<file path="src/hdl/wbuf_pkg.sv">
// Geometry is fixed here; widths below must stay consistent with the entry counts by hand
package wbuf_pkg;

    // Slot and buffer counts
    localparam int WBUF_DIR_ENTRIES = 4;
    localparam int WBUF_DATA_ENTRIES = 4;

    // Address and word geometry
    localparam int WBUF_PA_WIDTH = 32;
    localparam int WBUF_WORD_WIDTH = 32;
    localparam int WBUF_WORDS = 4;
    localparam int WBUF_BE_WIDTH = WBUF_WORD_WIDTH / 8;
    localparam int WBUF_OFFSET_WIDTH = 4;
    localparam int WBUF_WORD_OFFSET = 2;
    localparam int WBUF_TAG_WIDTH = WBUF_PA_WIDTH - WBUF_OFFSET_WIDTH;

    // One line of data and its byte enables
    localparam int WBUF_LINE_WIDTH = WBUF_WORD_WIDTH * WBUF_WORDS;
    localparam int WBUF_LINE_BE_WIDTH = WBUF_BE_WIDTH * WBUF_WORDS;

    // Pointer widths
    localparam int WBUF_DIR_PTR_WIDTH = 2;
    localparam int WBUF_DATA_PTR_WIDTH = 2;

    // Time counter and threshold
    localparam int WBUF_TIMECNT_WIDTH = 3;

    // Send queue holds at most one entry per data buffer
    localparam int WBUF_SEND_DEPTH = WBUF_DATA_ENTRIES;

    // Slot states
    localparam logic [1:0] WBUF_FREE = 2'b00;
    localparam logic [1:0] WBUF_OPEN = 2'b01;
    localparam logic [1:0] WBUF_CLOSED = 2'b10;
    localparam logic [1:0] WBUF_SENT = 2'b11;

endpackage
</file>
<file path="src/hdl/wbuf_top.sv">
// ack_id_i must name a slot in the SENT state; acks are expected in send order
`timescale 1ns/100ps
module wbuf_top (
    input  logic                                      clk_i,
    input  logic                                      rst_ni,
    input  logic [wbuf_pkg::WBUF_TIMECNT_WIDTH-1:0]   cfg_threshold_i,
    input  logic                                      cfg_reset_timecnt_on_write_i,
    input  logic                                      cfg_sequential_waw_i,
    input  logic                                      close_all_i,
    input  logic                                      write_i,
    output logic                                      write_ready_o,
    input  logic [wbuf_pkg::WBUF_PA_WIDTH-1:0]        write_addr_i,
    input  logic [wbuf_pkg::WBUF_WORD_WIDTH-1:0]      write_data_i,
    input  logic [wbuf_pkg::WBUF_BE_WIDTH-1:0]        write_be_i,
    output logic                                      send_valid_o,
    input  logic                                      send_ready_i,
    output logic [wbuf_pkg::WBUF_PA_WIDTH-1:0]        send_addr_o,
    output logic [wbuf_pkg::WBUF_DIR_PTR_WIDTH-1:0]   send_id_o,
    output logic [wbuf_pkg::WBUF_LINE_WIDTH-1:0]      send_data_o,
    output logic [wbuf_pkg::WBUF_LINE_BE_WIDTH-1:0]   send_be_o,
    input  logic                                      ack_i,
    input  logic [wbuf_pkg::WBUF_DIR_PTR_WIDTH-1:0]   ack_id_i,
    output logic                                      empty_o,
    output logic                                      full_o
);

    logic data_alloc;
    logic data_merge;
    logic data_free;
    logic [wbuf_pkg::WBUF_DATA_PTR_WIDTH-1:0] merge_ptr;
    logic [wbuf_pkg::WBUF_DATA_PTR_WIDTH-1:0] data_free_ptr;
    logic enq;
    logic enq_ok;
    logic [wbuf_pkg::WBUF_DIR_PTR_WIDTH-1:0] enq_id;
    logic [wbuf_pkg::WBUF_TAG_WIDTH-1:0] enq_tag;
    logic [wbuf_pkg::WBUF_DATA_PTR_WIDTH-1:0] enq_ptr;
    logic [wbuf_pkg::WBUF_DATA_PTR_WIDTH-1:0] rd_ptr;
    logic rd_release;
    logic [wbuf_pkg::WBUF_LINE_WIDTH-1:0] rd_data;
    logic [wbuf_pkg::WBUF_LINE_BE_WIDTH-1:0] rd_be;

    // Lookup, allocation and slot life cycle
    wbuf_dir u_dir (
        .clk_i                        (clk_i),
        .rst_ni                       (rst_ni),
        .write_i                      (write_i),
        .write_addr_i                 (write_addr_i),
        .cfg_threshold_i              (cfg_threshold_i),
        .cfg_reset_timecnt_on_write_i (cfg_reset_timecnt_on_write_i),
        .cfg_sequential_waw_i         (cfg_sequential_waw_i),
        .close_all_i                  (close_all_i),
        .ack_i                        (ack_i),
        .ack_id_i                     (ack_id_i),
        .data_free                    (data_free),
        .data_free_ptr                (data_free_ptr),
        .enq_ok                       (enq_ok),
        .write_ready_o                (write_ready_o),
        .empty_o                      (empty_o),
        .full_o                       (full_o),
        .data_alloc                   (data_alloc),
        .data_merge                   (data_merge),
        .merge_ptr                    (merge_ptr),
        .enq                          (enq),
        .enq_id                       (enq_id),
        .enq_tag                      (enq_tag),
        .enq_ptr                      (enq_ptr)
    );

    wbuf_data_store u_data_store (
        .clk_i         (clk_i),
        .rst_ni        (rst_ni),
        .write_addr_i  (write_addr_i),
        .write_data_i  (write_data_i),
        .write_be_i    (write_be_i),
        .data_alloc    (data_alloc),
        .data_merge    (data_merge),
        .merge_ptr     (merge_ptr),
        .rd_ptr        (rd_ptr),
        .rd_release    (rd_release),
        .data_free     (data_free),
        .data_free_ptr (data_free_ptr),
        .rd_data       (rd_data),
        .rd_be         (rd_be)
    );

    wbuf_send_queue u_send_queue (
        .clk_i        (clk_i),
        .rst_ni       (rst_ni),
        .enq          (enq),
        .enq_id       (enq_id),
        .enq_tag      (enq_tag),
        .enq_ptr      (enq_ptr),
        .rd_data      (rd_data),
        .rd_be        (rd_be),
        .send_ready_i (send_ready_i),
        .enq_ok       (enq_ok),
        .rd_ptr       (rd_ptr),
        .rd_release   (rd_release),
        .send_valid_o (send_valid_o),
        .send_addr_o  (send_addr_o),
        .send_id_o    (send_id_o),
        .send_data_o  (send_data_o),
        .send_be_o    (send_be_o)
    );

endmodule

</file>
<file path="src/hdl/wbuf_send_queue.sv">
// Enqueue is only legal while enq_ok is high; the line is read from the store at the head
`timescale 1ns/100ps
module wbuf_send_queue (
    input  logic                                      clk_i,
    input  logic                                      rst_ni,
    input  logic                                      enq,
    input  logic [wbuf_pkg::WBUF_DIR_PTR_WIDTH-1:0]   enq_id,
    input  logic [wbuf_pkg::WBUF_TAG_WIDTH-1:0]       enq_tag,
    input  logic [wbuf_pkg::WBUF_DATA_PTR_WIDTH-1:0]  enq_ptr,
    input  logic [wbuf_pkg::WBUF_LINE_WIDTH-1:0]      rd_data,
    input  logic [wbuf_pkg::WBUF_LINE_BE_WIDTH-1:0]   rd_be,
    input  logic                                      send_ready_i,
    output logic                                      enq_ok,
    output logic [wbuf_pkg::WBUF_DATA_PTR_WIDTH-1:0]  rd_ptr,
    output logic                                      rd_release,
    output logic                                      send_valid_o,
    output logic [wbuf_pkg::WBUF_PA_WIDTH-1:0]        send_addr_o,
    output logic [wbuf_pkg::WBUF_DIR_PTR_WIDTH-1:0]   send_id_o,
    output logic [wbuf_pkg::WBUF_LINE_WIDTH-1:0]      send_data_o,
    output logic [wbuf_pkg::WBUF_LINE_BE_WIDTH-1:0]   send_be_o
);

    logic [wbuf_pkg::WBUF_DIR_PTR_WIDTH-1:0] id_q [wbuf_pkg::WBUF_SEND_DEPTH];
    logic [wbuf_pkg::WBUF_TAG_WIDTH-1:0] tag_q [wbuf_pkg::WBUF_SEND_DEPTH];
    logic [wbuf_pkg::WBUF_DATA_PTR_WIDTH-1:0] ptr_q [wbuf_pkg::WBUF_SEND_DEPTH];
    // Depth equals the buffer count, so buffer-pointer width indexes the FIFO
    logic [wbuf_pkg::WBUF_DATA_PTR_WIDTH-1:0] head_q, tail_q;
    logic [wbuf_pkg::WBUF_DATA_PTR_WIDTH:0] count_q;

    assign enq_ok = (count_q != wbuf_pkg::WBUF_SEND_DEPTH);
    assign send_valid_o = (count_q != '0);
    assign rd_release = send_valid_o & send_ready_i;

    always_ff @(posedge clk_i) begin
        if (enq) begin
            id_q[tail_q] <= enq_id;
            tag_q[tail_q] <= enq_tag;
            ptr_q[tail_q] <= enq_ptr;
        end
    end

    always_ff @(posedge clk_i or negedge rst_ni) begin
        if (!rst_ni) begin
            head_q <= '0;
            tail_q <= '0;
            count_q <= '0;
        end else begin
            if (enq) begin
                tail_q <= tail_q + 1'b1;
            end
            if (rd_release) begin
                head_q <= head_q + 1'b1;
            end
            case ({enq, rd_release})
                2'b10: count_q <= count_q + 1'b1;
                2'b01: count_q <= count_q - 1'b1;
                default: ;
            endcase
        end
    end

    // Payload from the head entry and its line in the store
    assign rd_ptr = ptr_q[head_q];
    assign send_addr_o = {tag_q[head_q], {wbuf_pkg::WBUF_OFFSET_WIDTH{1'b0}}};
    assign send_id_o = id_q[head_q];
    assign send_data_o = rd_data;
    assign send_be_o = rd_be;

endmodule

</file>
<file path="src/hdl/wbuf_data_store.sv">
// Buffers are handed out round robin and must be released in the same order
`timescale 1ns/100ps
module wbuf_data_store (
    input  logic                                      clk_i,
    input  logic                                      rst_ni,
    input  logic [wbuf_pkg::WBUF_PA_WIDTH-1:0]        write_addr_i,
    input  logic [wbuf_pkg::WBUF_WORD_WIDTH-1:0]      write_data_i,
    input  logic [wbuf_pkg::WBUF_BE_WIDTH-1:0]        write_be_i,
    input  logic                                      data_alloc,
    input  logic                                      data_merge,
    input  logic [wbuf_pkg::WBUF_DATA_PTR_WIDTH-1:0]  merge_ptr,
    input  logic [wbuf_pkg::WBUF_DATA_PTR_WIDTH-1:0]  rd_ptr,
    input  logic                                      rd_release,
    output logic                                      data_free,
    output logic [wbuf_pkg::WBUF_DATA_PTR_WIDTH-1:0]  data_free_ptr,
    output logic [wbuf_pkg::WBUF_LINE_WIDTH-1:0]      rd_data,
    output logic [wbuf_pkg::WBUF_LINE_BE_WIDTH-1:0]   rd_be
);

    logic [wbuf_pkg::WBUF_LINE_WIDTH-1:0] data_q [wbuf_pkg::WBUF_DATA_ENTRIES];
    logic [wbuf_pkg::WBUF_LINE_BE_WIDTH-1:0] be_q [wbuf_pkg::WBUF_DATA_ENTRIES];
    logic [wbuf_pkg::WBUF_DATA_ENTRIES-1:0] valid_q;
    logic [wbuf_pkg::WBUF_DATA_PTR_WIDTH-1:0] free_ptr_q;
    logic [wbuf_pkg::WBUF_DATA_PTR_WIDTH-1:0] wr_ptr;
    logic [wbuf_pkg::WBUF_OFFSET_WIDTH-wbuf_pkg::WBUF_WORD_OFFSET-1:0] word_idx;
    logic [wbuf_pkg::WBUF_LINE_WIDTH-1:0] new_data, old_data, merged_data;
    logic [wbuf_pkg::WBUF_LINE_BE_WIDTH-1:0] new_be, old_be;

    assign word_idx = write_addr_i[wbuf_pkg::WBUF_OFFSET_WIDTH-1:wbuf_pkg::WBUF_WORD_OFFSET];
    assign wr_ptr = data_alloc ? free_ptr_q : merge_ptr;
    assign new_data = {wbuf_pkg::WBUF_WORDS{write_data_i}};

    // Word lands in every lane, enables pick the addressed one
    always_comb begin
        for (int w = 0; w < wbuf_pkg::WBUF_WORDS; w++) begin
            new_be[w*wbuf_pkg::WBUF_BE_WIDTH +: wbuf_pkg::WBUF_BE_WIDTH] =
                (int'(word_idx) == w) ? write_be_i : '0;
        end
    end

    // A fresh buffer starts from zero, a merge starts from what is stored
    always_comb begin
        old_data = data_alloc ? '0 : data_q[wr_ptr];
        old_be = data_alloc ? '0 : be_q[wr_ptr];
        for (int b = 0; b < wbuf_pkg::WBUF_LINE_BE_WIDTH; b++) begin
            merged_data[b*8 +: 8] = new_be[b] ? new_data[b*8 +: 8] : old_data[b*8 +: 8];
        end
    end

    always_ff @(posedge clk_i) begin
        if (data_alloc || data_merge) begin
            data_q[wr_ptr] <= merged_data;
            be_q[wr_ptr] <= old_be | new_be;
        end
    end

    always_ff @(posedge clk_i or negedge rst_ni) begin
        if (!rst_ni) begin
            valid_q <= '0;
            free_ptr_q <= '0;
        end else begin
            if (data_alloc) begin
                valid_q[free_ptr_q] <= 1'b1;
                free_ptr_q <= free_ptr_q + 1'b1;
            end
            if (rd_release) begin
                valid_q[rd_ptr] <= 1'b0;
            end
        end
    end

    assign data_free = ~valid_q[free_ptr_q];
    assign data_free_ptr = free_ptr_q;
    assign rd_data = data_q[rd_ptr];
    assign rd_be = be_q[rd_ptr];

endmodule

</file>
<file path="src/hdl/wbuf_dir.sv">
// Slots are allocated strictly round robin, so acks are expected to return in send order
`timescale 1ns/100ps
module wbuf_dir (
    input  logic                                      clk_i,
    input  logic                                      rst_ni,
    input  logic                                      write_i,
    input  logic [wbuf_pkg::WBUF_PA_WIDTH-1:0]        write_addr_i,
    input  logic [wbuf_pkg::WBUF_TIMECNT_WIDTH-1:0]   cfg_threshold_i,
    input  logic                                      cfg_reset_timecnt_on_write_i,
    input  logic                                      cfg_sequential_waw_i,
    input  logic                                      close_all_i,
    input  logic                                      ack_i,
    input  logic [wbuf_pkg::WBUF_DIR_PTR_WIDTH-1:0]   ack_id_i,
    input  logic                                      data_free,
    input  logic [wbuf_pkg::WBUF_DATA_PTR_WIDTH-1:0]  data_free_ptr,
    input  logic                                      enq_ok,
    output logic                                      write_ready_o,
    output logic                                      empty_o,
    output logic                                      full_o,
    output logic                                      data_alloc,
    output logic                                      data_merge,
    output logic [wbuf_pkg::WBUF_DATA_PTR_WIDTH-1:0]  merge_ptr,
    output logic                                      enq,
    output logic [wbuf_pkg::WBUF_DIR_PTR_WIDTH-1:0]   enq_id,
    output logic [wbuf_pkg::WBUF_TAG_WIDTH-1:0]       enq_tag,
    output logic [wbuf_pkg::WBUF_DATA_PTR_WIDTH-1:0]  enq_ptr
);

    logic [wbuf_pkg::WBUF_DIR_ENTRIES-1:0][1:0] state_q, state_d;
    logic [wbuf_pkg::WBUF_DIR_ENTRIES-1:0][wbuf_pkg::WBUF_TAG_WIDTH-1:0] tag_q, tag_d;
    logic [wbuf_pkg::WBUF_DIR_ENTRIES-1:0][wbuf_pkg::WBUF_TIMECNT_WIDTH-1:0] cnt_q, cnt_d;
    logic [wbuf_pkg::WBUF_DIR_ENTRIES-1:0][wbuf_pkg::WBUF_DATA_PTR_WIDTH-1:0] ptr_q, ptr_d;
    logic [wbuf_pkg::WBUF_DIR_ENTRIES-1:0] closed_vec;
    logic [wbuf_pkg::WBUF_DIR_PTR_WIDTH-1:0] alloc_ptr_q;
    logic [wbuf_pkg::WBUF_DIR_PTR_WIDTH-1:0] send_ptr_q, send_ptr_d;
    logic [wbuf_pkg::WBUF_DIR_PTR_WIDTH-1:0] hit_slot;
    logic [wbuf_pkg::WBUF_TAG_WIDTH-1:0] write_tag;
    logic hit_open;
    logic hit_closed;
    logic hit_sent;
    logic write_free;

    // Nearest closed slot after cur, or cur itself when there is none
    function automatic logic [wbuf_pkg::WBUF_DIR_PTR_WIDTH-1:0] find_next_closed(
            input logic [wbuf_pkg::WBUF_DIR_PTR_WIDTH-1:0] cur,
            input logic [wbuf_pkg::WBUF_DIR_ENTRIES-1:0] closed);
        logic [wbuf_pkg::WBUF_DIR_PTR_WIDTH-1:0] nxt;
        logic [wbuf_pkg::WBUF_DIR_PTR_WIDTH-1:0] res;
        res = cur;
        for (int i = wbuf_pkg::WBUF_DIR_ENTRIES - 1; i >= 1; i--) begin
            nxt = cur + i[wbuf_pkg::WBUF_DIR_PTR_WIDTH-1:0];
            if (closed[nxt]) begin
                res = nxt;
            end
        end
        return res;
    endfunction

    assign write_tag = write_addr_i[wbuf_pkg::WBUF_PA_WIDTH-1:wbuf_pkg::WBUF_OFFSET_WIDTH];

    // Tag lookup across all slots, plus the global flags
    always_comb begin
        hit_open = 1'b0;
        hit_closed = 1'b0;
        hit_sent = 1'b0;
        hit_slot = '0;
        empty_o = 1'b1;
        full_o = 1'b1;
        for (int i = 0; i < wbuf_pkg::WBUF_DIR_ENTRIES; i++) begin
            closed_vec[i] = (state_q[i] == wbuf_pkg::WBUF_CLOSED);
            empty_o &= (state_q[i] == wbuf_pkg::WBUF_FREE);
            full_o &= (state_q[i] != wbuf_pkg::WBUF_FREE);
            if (tag_q[i] == write_tag) begin
                case (state_q[i])
                    wbuf_pkg::WBUF_OPEN: begin
                        hit_open = 1'b1;
                        hit_slot = i[wbuf_pkg::WBUF_DIR_PTR_WIDTH-1:0];
                    end
                    wbuf_pkg::WBUF_CLOSED: begin
                        hit_closed = 1'b1;
                        hit_slot = i[wbuf_pkg::WBUF_DIR_PTR_WIDTH-1:0];
                    end
                    wbuf_pkg::WBUF_SENT: hit_sent = 1'b1;
                    default: ;
                endcase
            end
        end
    end

    // A sent hit may take a new slot unless WAW is sequenced
    assign write_free = (state_q[alloc_ptr_q] == wbuf_pkg::WBUF_FREE) & data_free
                      & ~hit_open & ~hit_closed & ~(hit_sent & cfg_sequential_waw_i);
    assign write_ready_o = write_free | hit_open | hit_closed;
    assign data_alloc = write_i & write_free;
    assign data_merge = write_i & (hit_open | hit_closed);
    assign merge_ptr = ptr_q[hit_slot];

    // Head of the send order goes to the queue when there is room
    assign enq = closed_vec[send_ptr_q] & enq_ok;
    assign enq_id = send_ptr_q;
    assign enq_tag = tag_q[send_ptr_q];
    assign enq_ptr = ptr_q[send_ptr_q];

    always_comb begin
        send_ptr_d = send_ptr_q;
        if (!closed_vec[send_ptr_q] || enq) begin
            send_ptr_d = find_next_closed(send_ptr_q, closed_vec);
        end
    end

    // Per-slot state, time counter and close
    always_comb begin
        logic timeout;
        logic hit_here;
        state_d = state_q;
        tag_d = tag_q;
        cnt_d = cnt_q;
        ptr_d = ptr_q;
        for (int i = 0; i < wbuf_pkg::WBUF_DIR_ENTRIES; i++) begin
            case (state_q[i])
                wbuf_pkg::WBUF_FREE: begin
                    if (data_alloc && (int'(alloc_ptr_q) == i)) begin
                        state_d[i] = ((cfg_threshold_i == '0) || close_all_i) ?
                                     wbuf_pkg::WBUF_CLOSED : wbuf_pkg::WBUF_OPEN;
                        tag_d[i] = write_tag;
                        cnt_d[i] = '0;
                        ptr_d[i] = data_free_ptr;
                    end
                end
                wbuf_pkg::WBUF_OPEN: begin
                    hit_here = data_merge && (int'(hit_slot) == i);
                    timeout = (cnt_q[i] == cfg_threshold_i - 1'b1);
                    if (hit_here && cfg_reset_timecnt_on_write_i) begin
                        timeout = 1'b0;
                        cnt_d[i] = '0;
                    end else if (!timeout) begin
                        cnt_d[i] = cnt_q[i] + 1'b1;
                    end
                    if (timeout || close_all_i) begin
                        state_d[i] = wbuf_pkg::WBUF_CLOSED;
                    end
                end
                wbuf_pkg::WBUF_CLOSED: begin
                    if (enq && (int'(send_ptr_q) == i)) begin
                        state_d[i] = wbuf_pkg::WBUF_SENT;
                    end
                end
                default: begin
                    if (ack_i && (int'(ack_id_i) == i)) begin
                        state_d[i] = wbuf_pkg::WBUF_FREE;
                    end
                end
            endcase
        end
    end

    always_ff @(posedge clk_i or negedge rst_ni) begin
        if (!rst_ni) begin
            state_q <= {wbuf_pkg::WBUF_DIR_ENTRIES{wbuf_pkg::WBUF_FREE}};
            alloc_ptr_q <= '0;
            send_ptr_q <= '0;
        end else begin
            state_q <= state_d;
            send_ptr_q <= send_ptr_d;
            if (data_alloc) begin
                alloc_ptr_q <= alloc_ptr_q + 1'b1;
            end
        end
    end

    always_ff @(posedge clk_i) begin
        tag_q <= tag_d;
        cnt_q <= cnt_d;
        ptr_q <= ptr_d;
    end

endmodule

</file>
<file path="config.mk">
export PLATFORM = sky130hd
export DESIGN_NAME = wbuf_top
export DESIGN_NICKNAME = d
export VERILOG_FILES = /design/src/hdl/wbuf_pkg.sv /design/src/hdl/wbuf_top.sv /design/src/hdl/wbuf_send_queue.sv /design/src/hdl/wbuf_data_store.sv /design/src/hdl/wbuf_dir.sv
export SDC_FILE = /design/constraint.sdc
export NUM_CORES = 1
export LEC_CHECK = 0
export ABC_AREA = 1
export BUFFER_PORTS_ARGS = -buffer_cell sky130_fd_sc_hd__buf_4
export CAP_MARGIN = 10
export CORE_MARGIN = 4
export CORE_UTILIZATION = 48
export DETAILED_ROUTE_END_ITERATION = 7
export PLACE_DENSITY = 0.69
export SETUP_SLACK_MARGIN = 0.5
export SYNTH_ARGS = -nofsm -noshare
export SYNTH_HDL_FRONTEND = slang
export SYNTH_SLANG_ARGS = --single-unit
</file>
<file path="constraint.sdc">
create_clock -name clk_i -period 8.6 [get_ports clk_i]
set_clock_uncertainty 0.05 [all_clocks]
set_input_delay 0.86 -clock clk_i [delete_from_list [all_inputs] [get_ports clk_i]]
set_output_delay 0.86 -clock clk_i [all_outputs]
set_load 0.01 [all_outputs]
</file>
# [Yosys cells after proc, flatten, opt, wreduce, memory -nomap -nowiden]
# Memories as Yosys holds them, arrays and structs flattened.
# Cells that the tools add are included.
[op_classes] add_sub_neg=14 magnitude_cmp=10 n_eq_ne=70 n_mux=130 bitwise_logic=26 reduce_logical=88
[op_table] op="128-bit 2-to-1 mux" n=1
[op_table] op="8-bit 2-to-1 mux" n=16
[op_table] op="28-bit == test" n=4
[op_table] op="2-bit 2-to-1 mux" n=29
[op_table] op="28-bit binary-select mux with 2-bit select" n=1
[op_table] op="2-bit != test, second input constant" n=24
[op_table] op="1-bit 2-to-1 mux" n=44
[op_table] op="2-bit AND reduction" n=21
[op_table] op="2-bit == test, second input constant" n=19
[op_table] op="3-bit 2-to-1 mux" n=12
[op_table] op="3-bit one-hot mux with 2 select lines" n=5
[op_table] op="28-bit 2-to-1 mux" n=1
[op_table] op="2-bit by 3-bit less-than comparator with 1-bit output, second input constant" n=8
[op_table] op="4-bit 2-to-1 mux" n=6
[op_table] op="2-bit one-hot mux with 3 select lines" n=4
[op_table] op="1-bit logical AND" n=22
[op_table] op="2-bit by 1-bit == test with 1-bit output, second input constant" n=10
[op_table] op="2-bit zero test" n=10
[op_table] op="2-bit nonzero test" n=9
[op_table] op="16-bit 2-to-1 mux" n=1
[op_table] op="16-bit bitwise OR" n=1
[op_table] op="4-bit AND reduction" n=4
[op_table] op="4-bit nonzero test" n=4
[op_table] op="3-bit by 1-bit adder with 3-bit output, second input constant" n=5
[op_table] op="other kinds (22)" n=77
[totals] regBits=157 mem_bits_rw=704 inputBits=81 word_cells=366 mem_count=5
[memory_table] name="u_data_store.data_q" words=4 word_bits=128 rd=1 rd_ports_with_merged_regs=0 wr=1 line="wbuf_data_store.sv:20" text="logic [wbuf_pkg::WBUF_LINE_WIDTH-1:0] data_q [wbuf_pkg::WBUF_DATA_ENTRIES];"
[memory_table] name="u_send_queue.tag_q" words=4 word_bits=28 rd=1 rd_ports_with_merged_regs=0 wr=1 line="wbuf_send_queue.sv:24" text="logic [wbuf_pkg::WBUF_TAG_WIDTH-1:0] tag_q [wbuf_pkg::WBUF_SEND_DEPTH];"
[memory_table] name="u_data_store.be_q" words=4 word_bits=16 rd=2 rd_ports_with_merged_regs=0 wr=1 line="wbuf_data_store.sv:21" text="logic [wbuf_pkg::WBUF_LINE_BE_WIDTH-1:0] be_q [wbuf_pkg::WBUF_DATA_ENTRIES];"
[memory_table] name="u_send_queue.id_q" words=4 word_bits=2 rd=1 rd_ports_with_merged_regs=0 wr=1 line="wbuf_send_queue.sv:23" text="logic [wbuf_pkg::WBUF_DIR_PTR_WIDTH-1:0] id_q [wbuf_pkg::WBUF_SEND_DEPTH];"
[memory_table] name="u_send_queue.ptr_q" words=4 word_bits=2 rd=1 rd_ports_with_merged_regs=0 wr=1 line="wbuf_send_queue.sv:25" text="logic [wbuf_pkg::WBUF_DATA_PTR_WIDTH-1:0] ptr_q [wbuf_pkg::WBUF_SEND_DEPTH];"

# [Depth between registers and ports, before layout]
# Gate-level depths: netlist of the first run.
[logic_depth] word_depth=18 ltp_mapped=22

# [Modules after synthesis]
# From an unflattened synthesis of the first run, not the netlist that was laid out.
[unflattened] hier_cells=3281 area_unflattened_um2=38491.9
[modules_own_cells] mod="wbuf_data_store" n_inst=1 cells_each=1780 area_each_um2=23383.7 seq_area_each_um2=17446.7
[modules_own_cells] mod="wbuf_dir" n_inst=1 cells_each=921 area_each_um2=8431.8 seq_area_each_um2=4264.1
[modules_own_cells] mod="wbuf_send_queue" n_inst=1 cells_each=580 area_each_um2=6676.4 seq_area_each_um2=4018.9

# [Worst setup path before layout of the first run]
# Ideal clock, no wire load.
[synth_path] path_type="in2reg" start="in write_addr_i[26] (netlist bit)" end="reg u_dir.ptr_q[0] (netlist bit), enable pin" t_arrival_ns=4.361 slack_ns=3.734 cell_stages=15 path_buffers=3 cell_sequence="buf_2 inv_1 nand2_1 nand2_1 nand2_1 nor2_1 nand2_1 nor2_1 nand3_1 nand2_1 nor3_4 nand3_4 buf_2 buf_1 nor3_1"
[synth_via] elab_chain_len=15 elab_cells_between_ends=35 cone_classes="4 x eq/ne; 21 x mux; 8 x bitwise; 2 x reduce/logical"
[synth_lines] item="start: declaration" line="wbuf_top.sv:12" text="input logic [wbuf_pkg::WBUF_PA_WIDTH-1:0] write_addr_i,"
[synth_lines] item="28-bit == test" line="wbuf_dir.sv:73" text="if (tag_q[i] == write_tag) begin"
[synth_lines] item="1-bit 2-to-1 mux" line="wbuf_dir.sv:73"
[synth_lines] item="1-bit 2-to-1 mux" line="wbuf_dir.sv:74" text="case (state_q[i])"
[synth_lines] item="1-bit 2-to-1 mux" line="wbuf_dir.sv:73"
[synth_lines] item="1-bit 2-to-1 mux" line="wbuf_dir.sv:74"
[synth_lines] item="1-bit 2-to-1 mux" line="wbuf_dir.sv:73"
[synth_lines] item="1-bit 2-to-1 mux" line="wbuf_dir.sv:74"
[synth_lines] item="1-bit 2-to-1 mux" line="wbuf_dir.sv:73"
[synth_lines] item="1-bit NOT" line="wbuf_dir.sv:92" text="& ~hit_open & ~hit_closed & ~(hit_sent & cfg_sequential_waw_i);"
[synth_lines] item="1-bit bitwise AND (2 in series)" line="wbuf_dir.sv:92"
[synth_lines] item="1-bit bitwise AND *" line="wbuf_dir.sv:92"
[synth_lines] item="1-bit bitwise AND *" line="wbuf_dir.sv:94" text="assign data_alloc = write_i & write_free;"
[synth_lines] item="1-bit logical AND *" line="wbuf_dir.sv:122" text="if (data_alloc && (int'(alloc_ptr_q) == i)) begin"
[synth_lines] item="2-bit AND reduction (no source line) *"
[synth_lines] item="end signal: assignment" line="wbuf_dir.sv:174" text="ptr_q <= ptr_d;"
[synth_lines] item="end: declaration" line="wbuf_dir.sv:32" text="logic [wbuf_pkg::WBUF_DIR_ENTRIES-1:0][wbuf_pkg::WBUF_DATA_PTR_WIDTH-1:0] ptr_q, ptr_d;"
# Mark *: on every way between the ends. The rest lies on a longest branch, timed or not.
# A chain may end at the register's enable or synchronous reset.

# [Final worst setup path of the first run]
[layout_path] start="reg u_dir.state_q[3] (netlist bit)" end="mem u_data_store.be_q[1][6] (netlist bit), enable pin"
[layout_via] elab_chain_len=15 elab_cells_between_ends=48 cone_classes="3 x eq/ne; 31 x mux; 11 x bitwise; 3 x reduce/logical"
[layout_lines] item="start: declaration" line="wbuf_dir.sv:29" text="logic [wbuf_pkg::WBUF_DIR_ENTRIES-1:0][1:0] state_q, state_d;"
[layout_lines] item="start signal: assignment" line="wbuf_dir.sv:159" text="state_q <= {wbuf_pkg::WBUF_DIR_ENTRIES{wbuf_pkg::WBUF_FREE}};"
[layout_lines] item="start signal: assignment" line="wbuf_dir.sv:163" text="state_q <= state_d;"
[layout_lines] item="2-bit by 1-bit == test with 1-bit output" line="wbuf_dir.sv:74"
[layout_lines] item="1-bit 2-to-1 mux" line="wbuf_dir.sv:74"
[layout_lines] item="1-bit 2-to-1 mux" line="wbuf_dir.sv:73"
[layout_lines] item="1-bit 2-to-1 mux" line="wbuf_dir.sv:74"
[layout_lines] item="1-bit 2-to-1 mux" line="wbuf_dir.sv:73"
[layout_lines] item="1-bit 2-to-1 mux" line="wbuf_dir.sv:74"
[layout_lines] item="1-bit 2-to-1 mux" line="wbuf_dir.sv:73"
[layout_lines] item="1-bit NOT" line="wbuf_dir.sv:92"
[layout_lines] item="1-bit bitwise AND (3 in series)" line="wbuf_dir.sv:92"
[layout_lines] item="1-bit bitwise AND" line="wbuf_dir.sv:94"
[layout_lines] item="1-bit logical OR" line="wbuf_data_store.sv:51" text="if (data_alloc || data_merge) begin"
[layout_lines] item="1-bit 2-to-1 mux" line="wbuf_data_store.sv:51"
[layout_lines] item="1-bit 2-to-1 mux (not written as such)" line="wbuf_data_store.sv:53" text="be_q[wr_ptr] <= old_be | new_be;"
[layout_lines] item="end: declaration" line="wbuf_data_store.sv:21"
# Several ways; a longest one is shown, not always the timed one. The select of a mux whose other input is x is not followed.

==> results.json, run 1 <==
{
  "seqCellArea_um2": 25700,
  "dr_total_vias": 24700,
  "async_flop_share": 0.0290,
  "drt-met1-wl_mm": 37.1,
  "slew-limit-headroom": 0.240,
  "yosys-top-cells-area": "edfxtp_1 (68%), nor2_1 (8.0%), o21ai_0 (3.8%)",
  "mostFrequentLayoutCell": "edfxtp_1",
  "cp_data_required_time_ns": 8.78,
  "cts_max_path_buffers": 3,
  "setup.worst_path.start_class": "register",
  "grt_pass1_vias": 23200,
  "reg2reg_depth": 13,
  "initial_core_util": 0.487,
  "worst-path-max-fanout": 45,
  "synth_cell_type_count": 45,
  "timing.setup.tns_ns": 0,
  "place_congestion": 0.838,
  "num_rows": 101,
  "yosysTopAreaCellShare": 0.677,
  "worst_setup_path_end_kind": "register",
  "route.met2.wl_mm": 47.8,
  "clockRootBuffer": "clkbuf_16",
  "arrival_ns": 5.75,
  "avgRoutedWirePerCell_um": 21.4,
  "route.met3.wl_mm": 7.80,
  "n_fill_cell": 6278,
  "drv_cap": 0,
  "syn_area_um2": 37100,
  "cts_tree": "yes",
  "grt_max_degree": 181,
  "drt_iter0_drc": 2396,
  "io_buffers": 256,
  "peakVddDrop_mv": 0.374,
  "layout_common_cells": "edfxtp_1 (836), nor2_1 (786), nand2_1 (351)",
  "reg2reg_slack_ns": 3.03,
  "setup_viol": 0,
  "die_w_um": 286,
  "firstDrtPassIters": 6,
  "fmax_ghz": 0.180,
  "synth_top_cell_by_area": "edfxtp_1",
  "report.final.slew_viol_count": 0,
  "synth-main-ff-cell": "edfxtp_1",
  "path_class": "reg2reg",
  "core_area_um2": 76200,
  "die-area_um2": 81800,
  "post_cts_buffers": 0,
  "synthCells": 3172,
  "period_share": 0.647,
  "yosysWarnings": 0,
  "status": "completed",
  "wl_mm": 95.2,
  "p_leak_nw": 15.7,
  "hpwl_mm": 60.3,
  "cts.clk_slew.worst_paths_ns": 0.06,
  "die_h_um": 286,
  "final_util": 0.558,
  "drc": 0,
  "antenna_found_initial": 2,
  "ios": 263,
  "ys_ff_latch": 861,
  "power_density_nw_per_um2": 390,
  "grt_pass1_wl_mm": 140,
  "clkSinkCount": 861,
  "synth_seq_area_share": 0.694,
  "layout-area-overhead-vs-synth_pct": 14.8,
  "ctsHoldBuffers": 0,
  "nets": 3476,
  "htree_levels": 3,
  "highest_layer": "met5",
  "multi_input_area_um2": 10000,
  "hold_path.class": "in2async",
  "drive_gt1_frac": 0.130,
  "rsz0062_at_grt": "no",
  "track_usage": 0.226,
  "hold_viol": 0,
  "r2r-end": "u_data_store.be_q[1][6]$_DFFE_PP_",
  "via_per_inst": 5.54,
  "cts_buffers": 89,
  "avgSynthCellArea_um2": 11.7,
  "min_period_ns": 5.57,
  "r2r_start": "u_dir.state_q[3]$_DFFE_PN0P_",
  "power_mw": 16.6,
  "tightest_slew_ns": 1.14,
  "ctsResizeCount": 0,
  "synth_edf_count": 836,
  "insertion_delay_ns": 0.65,
  "overflow": 0,
  "ant_nets": 0
}
-- critical path: stages, from the launching register on --
cell     delay (ns)
dfrtp_1        0.39
inv_1          0.11
ha_1           0.26
nor2_1         0.28
inv_1          0.08
nand3_1        0.11
nand2_1        0.10
nor3_4         0.26
nand3_4        0.70
nand2_2        0.92
nand2_4        0.47
inv_2          0.24
nand3_4        0.39
inv_1          0.80
-- per-stage QoR --
step	instances	hold slack, ns	area, um^2	worst slack (ns)
2_1_floorplan	3175	0.419	37100	3.73
3_3_place_gp	4294	0.438	39700	2.80
3_5_place_dp	4294	0.440	39700	2.69
4_1_cts	4458	0.0659	42500	3.07
5_1_grt	4458	0.0877	42500	2.78
6_report	4460	0.0832	42500	3.03
-- final cells by class --
| type | instances | share of cell area |
|---|---|---|
| flip-flops and latches | 861 | 0.605 |
| multi-input cells | 1966 | 0.235 |
| clock buffers | 106 | 0.0543 |
| repair buffers | 277 | 0.0492 |
| well taps | 1030 | 0.0303 |
| inverters | 160 | 0.0145 |
| clock inverters | 58 | 0.0118 |
| diodes | 2 | 0.000118 |
-- power by group --
group	leakage (nW)	switching, mW	internal (mW)
combinational	6.13	4.87	2.50
sequential	8.24	0.221	5.36
clock	1.35	1.60	2.06
total	15.7	6.69	9.91
-- state kept, by name (all words and copies together) (netlist names) --
signal,flops
u_dir.alloc_ptr_q,2
u_dir.ptr_q,8
u_data_store.be_q,64
u_send_queue.ptr_q,8
u_dir.state_q,8
u_send_queue.tail_q,2
u_dir.cnt_q,12
u_send_queue.id_q,8
u_data_store.data_free_ptr,2
u_data_store.data_q,512
u_dir.enq_id,2
u_data_store.valid_q,4
u_send_queue.head_q,2
u_dir.tag_q,112
u_send_queue.count_q,3
u_send_queue.tag_q,112
-- synth_stat cells, types with 2 or more instances --
library cell  count
o311ai_0          2
o21bai_1          2
inv_1           154
nor3_1            9
clkbuf_1        142
a31oi_1           9
o21ai_0         282
dfrtp_1          25
o22ai_1          49
buf_4             8
nor4_1            2
nand3_2           3
buf_6             5
inv_2             5
a21oi_1          53
o32ai_1         144
nor2_2            4
buf_2            29
nand3_1          72
buf_1             4
ha_1             39
a32oi_1           2
xnor2_1         108
xor2_1            5
nand3_4           5
edfxtp_1        836
or2_2             5
nand4_1          12
nor2_1          790
nand2_1         352
-- worst max-delay path by stage --
stage / from / to / slack (ns) / cells past startpoint
CTS: u_send_queue.head_q[0]$_DFFE_PN0P_ / send_data_o[60] / 3.07 / 9
finish: u_dir.state_q[3]$_DFFE_PN0P_ / u_data_store.be_q[1][6]$_DFFE_PP_ / 3.03 / 13
detailed placement: write_addr_i[21] / u_data_store.be_q[1][14]$_DFFE_PP_ / 2.69 / 17
floorplan: write_addr_i[26] / u_dir.ptr_q[0]$_DFFE_PP_ / 3.73 / 15
global placement: write_addr_i[14] / u_data_store.data_q[0][85]$_DFFE_PP_ / 2.80 / 14
global route: u_send_queue.head_q[0]$_DFFE_PN0P_ / send_data_o[99] / 2.78 / 9
-- cell families (layout without fill, tap and decap cells) --
group,Yosys count,in the layout,synth area share
other,1,6,0.000101
buffers and inverters,348,601,0.0380
XOR/XNOR,113,113,0.0267
AO/OA/AOI/OAI,549,549,0.0919
adder cells (fa/ha/maj),40,40,0.0137
AND/OR/NAND/NOR,1260,1260,0.136
flip-flops,861,861,0.694
-- metal layers --
layer | GRT usage | up-vias
met3 | 0.0479 | 154
met2 | 0.388 | 921
met5 | 0 | -
li1 | - | 11600
met4 | 0.0682 | 2
met1 | 0.290 | 12000
Power figures use the tool's default switching activity.
==> run 2, diff against run 1 <==
PLACE_DENSITY = 0.71   (was 0.69)
clock period = 5.1 ns   (was 8.6 ns; I/O delays follow)
==> run 2 against run 1 <==
Effect of this change:
- worst hold slack worse by 0.017 ns
- setup slack got worse by 2.3 ns
- critical endpoint is now send_data_o[11]
- global-route usage fell by 0.15 points
- critical path depth fell by 6
- sequential cell count stayed put
- clock power is 77% higher
- first-iteration DRC count down 1.5%
- routed wire length is 0.60% lower
- die area is the same
==> results.json, run 2 (synthesis gave the netlist of run 1 again) <==
{
  "status": "completed",
  "clockRootBuffer": "clkbuf_16",
  "fin_ws_ns": 0.725,
  "power_density_nw_per_um2": 662,
  "drc": 0,
  "num_rows": 101,
  "setup.worst_path.start_class": "register",
  "initial_core_util": 0.487,
  "avgRoutedWirePerCell_um": 21.0,
  "via_per_inst": 5.53,
  "worst_setup_path_end_kind": "output port",
  "tightest_slew_ns": 1.10,
  "cp_common_cell": "buf_4",
  "cts_buffers": 87,
  "antenna_found_initial": 10,
  "wl_mm": 94.7,
  "peakVddDrop_mv": 0.707,
  "htree_levels": 3,
  "hold_viol": 0,
  "cp_data_required_time_ns": 4.54,
  "layout-area-overhead-vs-synth_pct": 16.1,
  "dr_total_vias": 24900,
  "grt_pass1_wl_mm": 140,
  "startpoint": "u_send_queue.head_q[1]$_DFFE_PN0P_",
  "clkSinkCount": 861,
  "report.final.slew_viol_count": 0,
  "min_period_ns": 4.38,
  "drt_iter0_drc": 2359,
  "place_congestion": 0.860,
  "fmax_ghz": 0.229,
  "power_mw": 28.5,
  "worst-path-max-fanout": 92,
  "dpl_cell_area_um2": 40100,
  "path_class": "reg2out",
  "period_share": 0.858,
  "cts_max_path_buffers": 3,
  "slew-limit-headroom": 0.268,
  "largest-register": "u_data_store.data_q",
  "hold_path.class": "in2reg",
  "critPathMaxStageDelay_ns": 0.74,
  "ios": 263,
  "hpwl_mm": 62.0,
  "hp-start": "write_addr_i[4]",
  "firstDrtPassIters": 6,
  "setup_viol": 0,
  "cts_tree": "yes",
  "path_depth": 7,
  "arrival_ns": 3.82,
  "drive_gt1_frac": 0.142,
  "cp.buffers_inverters": 5,
  "io_buffers": 256,
  "crit_chain": "inv_1, a32oi_1, inv_8, buf_12, buf_4, o32ai_1, buf_4",
  "reg2reg_depth": 13,
  "die-area_um2": 81800,
  "largest_register_ffs": 512,
  "ant_nets": 0,
  "drv_cap": 0,
  "cpMaxStageDelayCell": "a32oi_1",
  "grt_max_degree": 170,
  "p_leak_nw": 16.0,
  "n_fill_cell": 6150,
  "die_w_um": 286,
  "r2r_start": "u_dir.state_q[2]$_DFFE_PN0P_",
  "grt_pass1_vias": 23500,
  "top_regs": "u_data_store.data_q: 512 flops, u_dir.tag_q: 112 flops, u_send_queue.tag_q: 112 flops",
  "overflow": 0,
  "mostFrequentLayoutCell": "edfxtp_1",
  "nets": 3516,
  "crit_family": "buffers and inverters",
  "layout_common_cells": "edfxtp_1 (836), nor2_1 (786), nand2_1 (351)",
  "die_h_um": 286,
  "min_delay_path_depth": 1,
  "core_area_um2": 76200,
  "ctsResizeCount": 0,
  "final_area_um2": 43000,
  "rsz0062_at_grt": "no",
  "track_usage": 0.224,
  "insertion_delay_ns": 0.65,
  "cts.clk_slew.worst_paths_ns": 0.06,
  "place_ws_ns": 0.970,
  "timing.setup.tns_ns": 0
}
run 2: cell count changes in the layout (fill, tap and decap cells not counted), sizes merged:
cell         delta
inv             +2
clkbuf          -6
buf            +41
bufinv          +7
dlygate4sd3     +1
clkinv          +1
clkinvlp        -6
diode           +3
run 2: final cells by class:
type / instances / area (um^2) / share of cell area
multi-input cells: 1966 / 10000 / 0.232
well taps: 1030 / 1290 / 0.0299
diodes: 5 / 12.5 / 0.000291
flip-flops and latches: 861 / 25700 / 0.598
clock buffers: 100 / 2240 / 0.0520
repair buffers: 319 / 2430 / 0.0566
inverters: 160 / 616 / 0.0143
clock inverters: 62 / 716 / 0.0166
run 2: metrics by stage:
step	hold slack [ns]	utilization	instances
finish	0.0661	0.565	4503
CTS	0.0249	0.565	4498
detailed placement	0.404	0.526	4335
global route	0.0390	0.565	4502
floorplan	0.164	-	3175
global placement	0.401	0.526	4335
run 2: worst register-to-register path, stage by stage (launching register included):
cell and delay (ns):
dfrtp_1 0.41, inv_1 0.11, ha_1 0.27, nor2_1 0.19, inv_1 0.07, nand3_1 0.10
nand2_1 0.10, nor3_4 0.26, nand3_4 0.16, nand3_2 0.16, inv_2 0.07, nor2_8 0.31
nand3_4 0.46, nor2_1 0.77
run 2: layer usage:
| metal | global-route usage | wire (um) | up-vias |
|---|---|---|---|
| met5 | 0 | 56 | - |
| met4 | 0.0951 | 3910 | 10 |
| met3 | 0.0550 | 8510 | 191 |
| met2 | 0.366 | 45000 | 984 |
| met1 | 0.288 | 37100 | 12100 |
| li1 | - | - | 11700 |
run 2: timing repair:
action | in CTS | in global routing
endpoints found under the hold margin | 25 | 0
hold buffers | 1 | 0
endpoints found under the setup margin | 0 | 0
setup buffers | 0 | 0
run 2: path summary, 6_finish.rpt:
| kind | endpoint | slack (ns) |
|---|---|---|
| setup / recovery | send_data_o[11] | 0.72 |
| hold reg to reg | u_send_queue.count_q[0]$_DFFE_PN0P_ | 0.45 |
| hold / removal | u_dir.tag_q[0]$_DFFE_PP_ | 0.07 |
| setup reg to reg | u_data_store.data_q[2][34]$_DFFE_PP_ | 1.21 |
| max in group asynchronous | u_dir.enq_id[0]$_DFFE_PN0P_ | 4.40 |
| min in group asynchronous | u_send_queue.count_q[1]$_DFFE_PN0P_ | 0.29 |
run 2: power by group:
group,total [mW],switching [mW],internal [mW]
clock,6.48,2.73,3.75
sequential,9.41,0.379,9.03
combinational,12.6,8.23,4.36
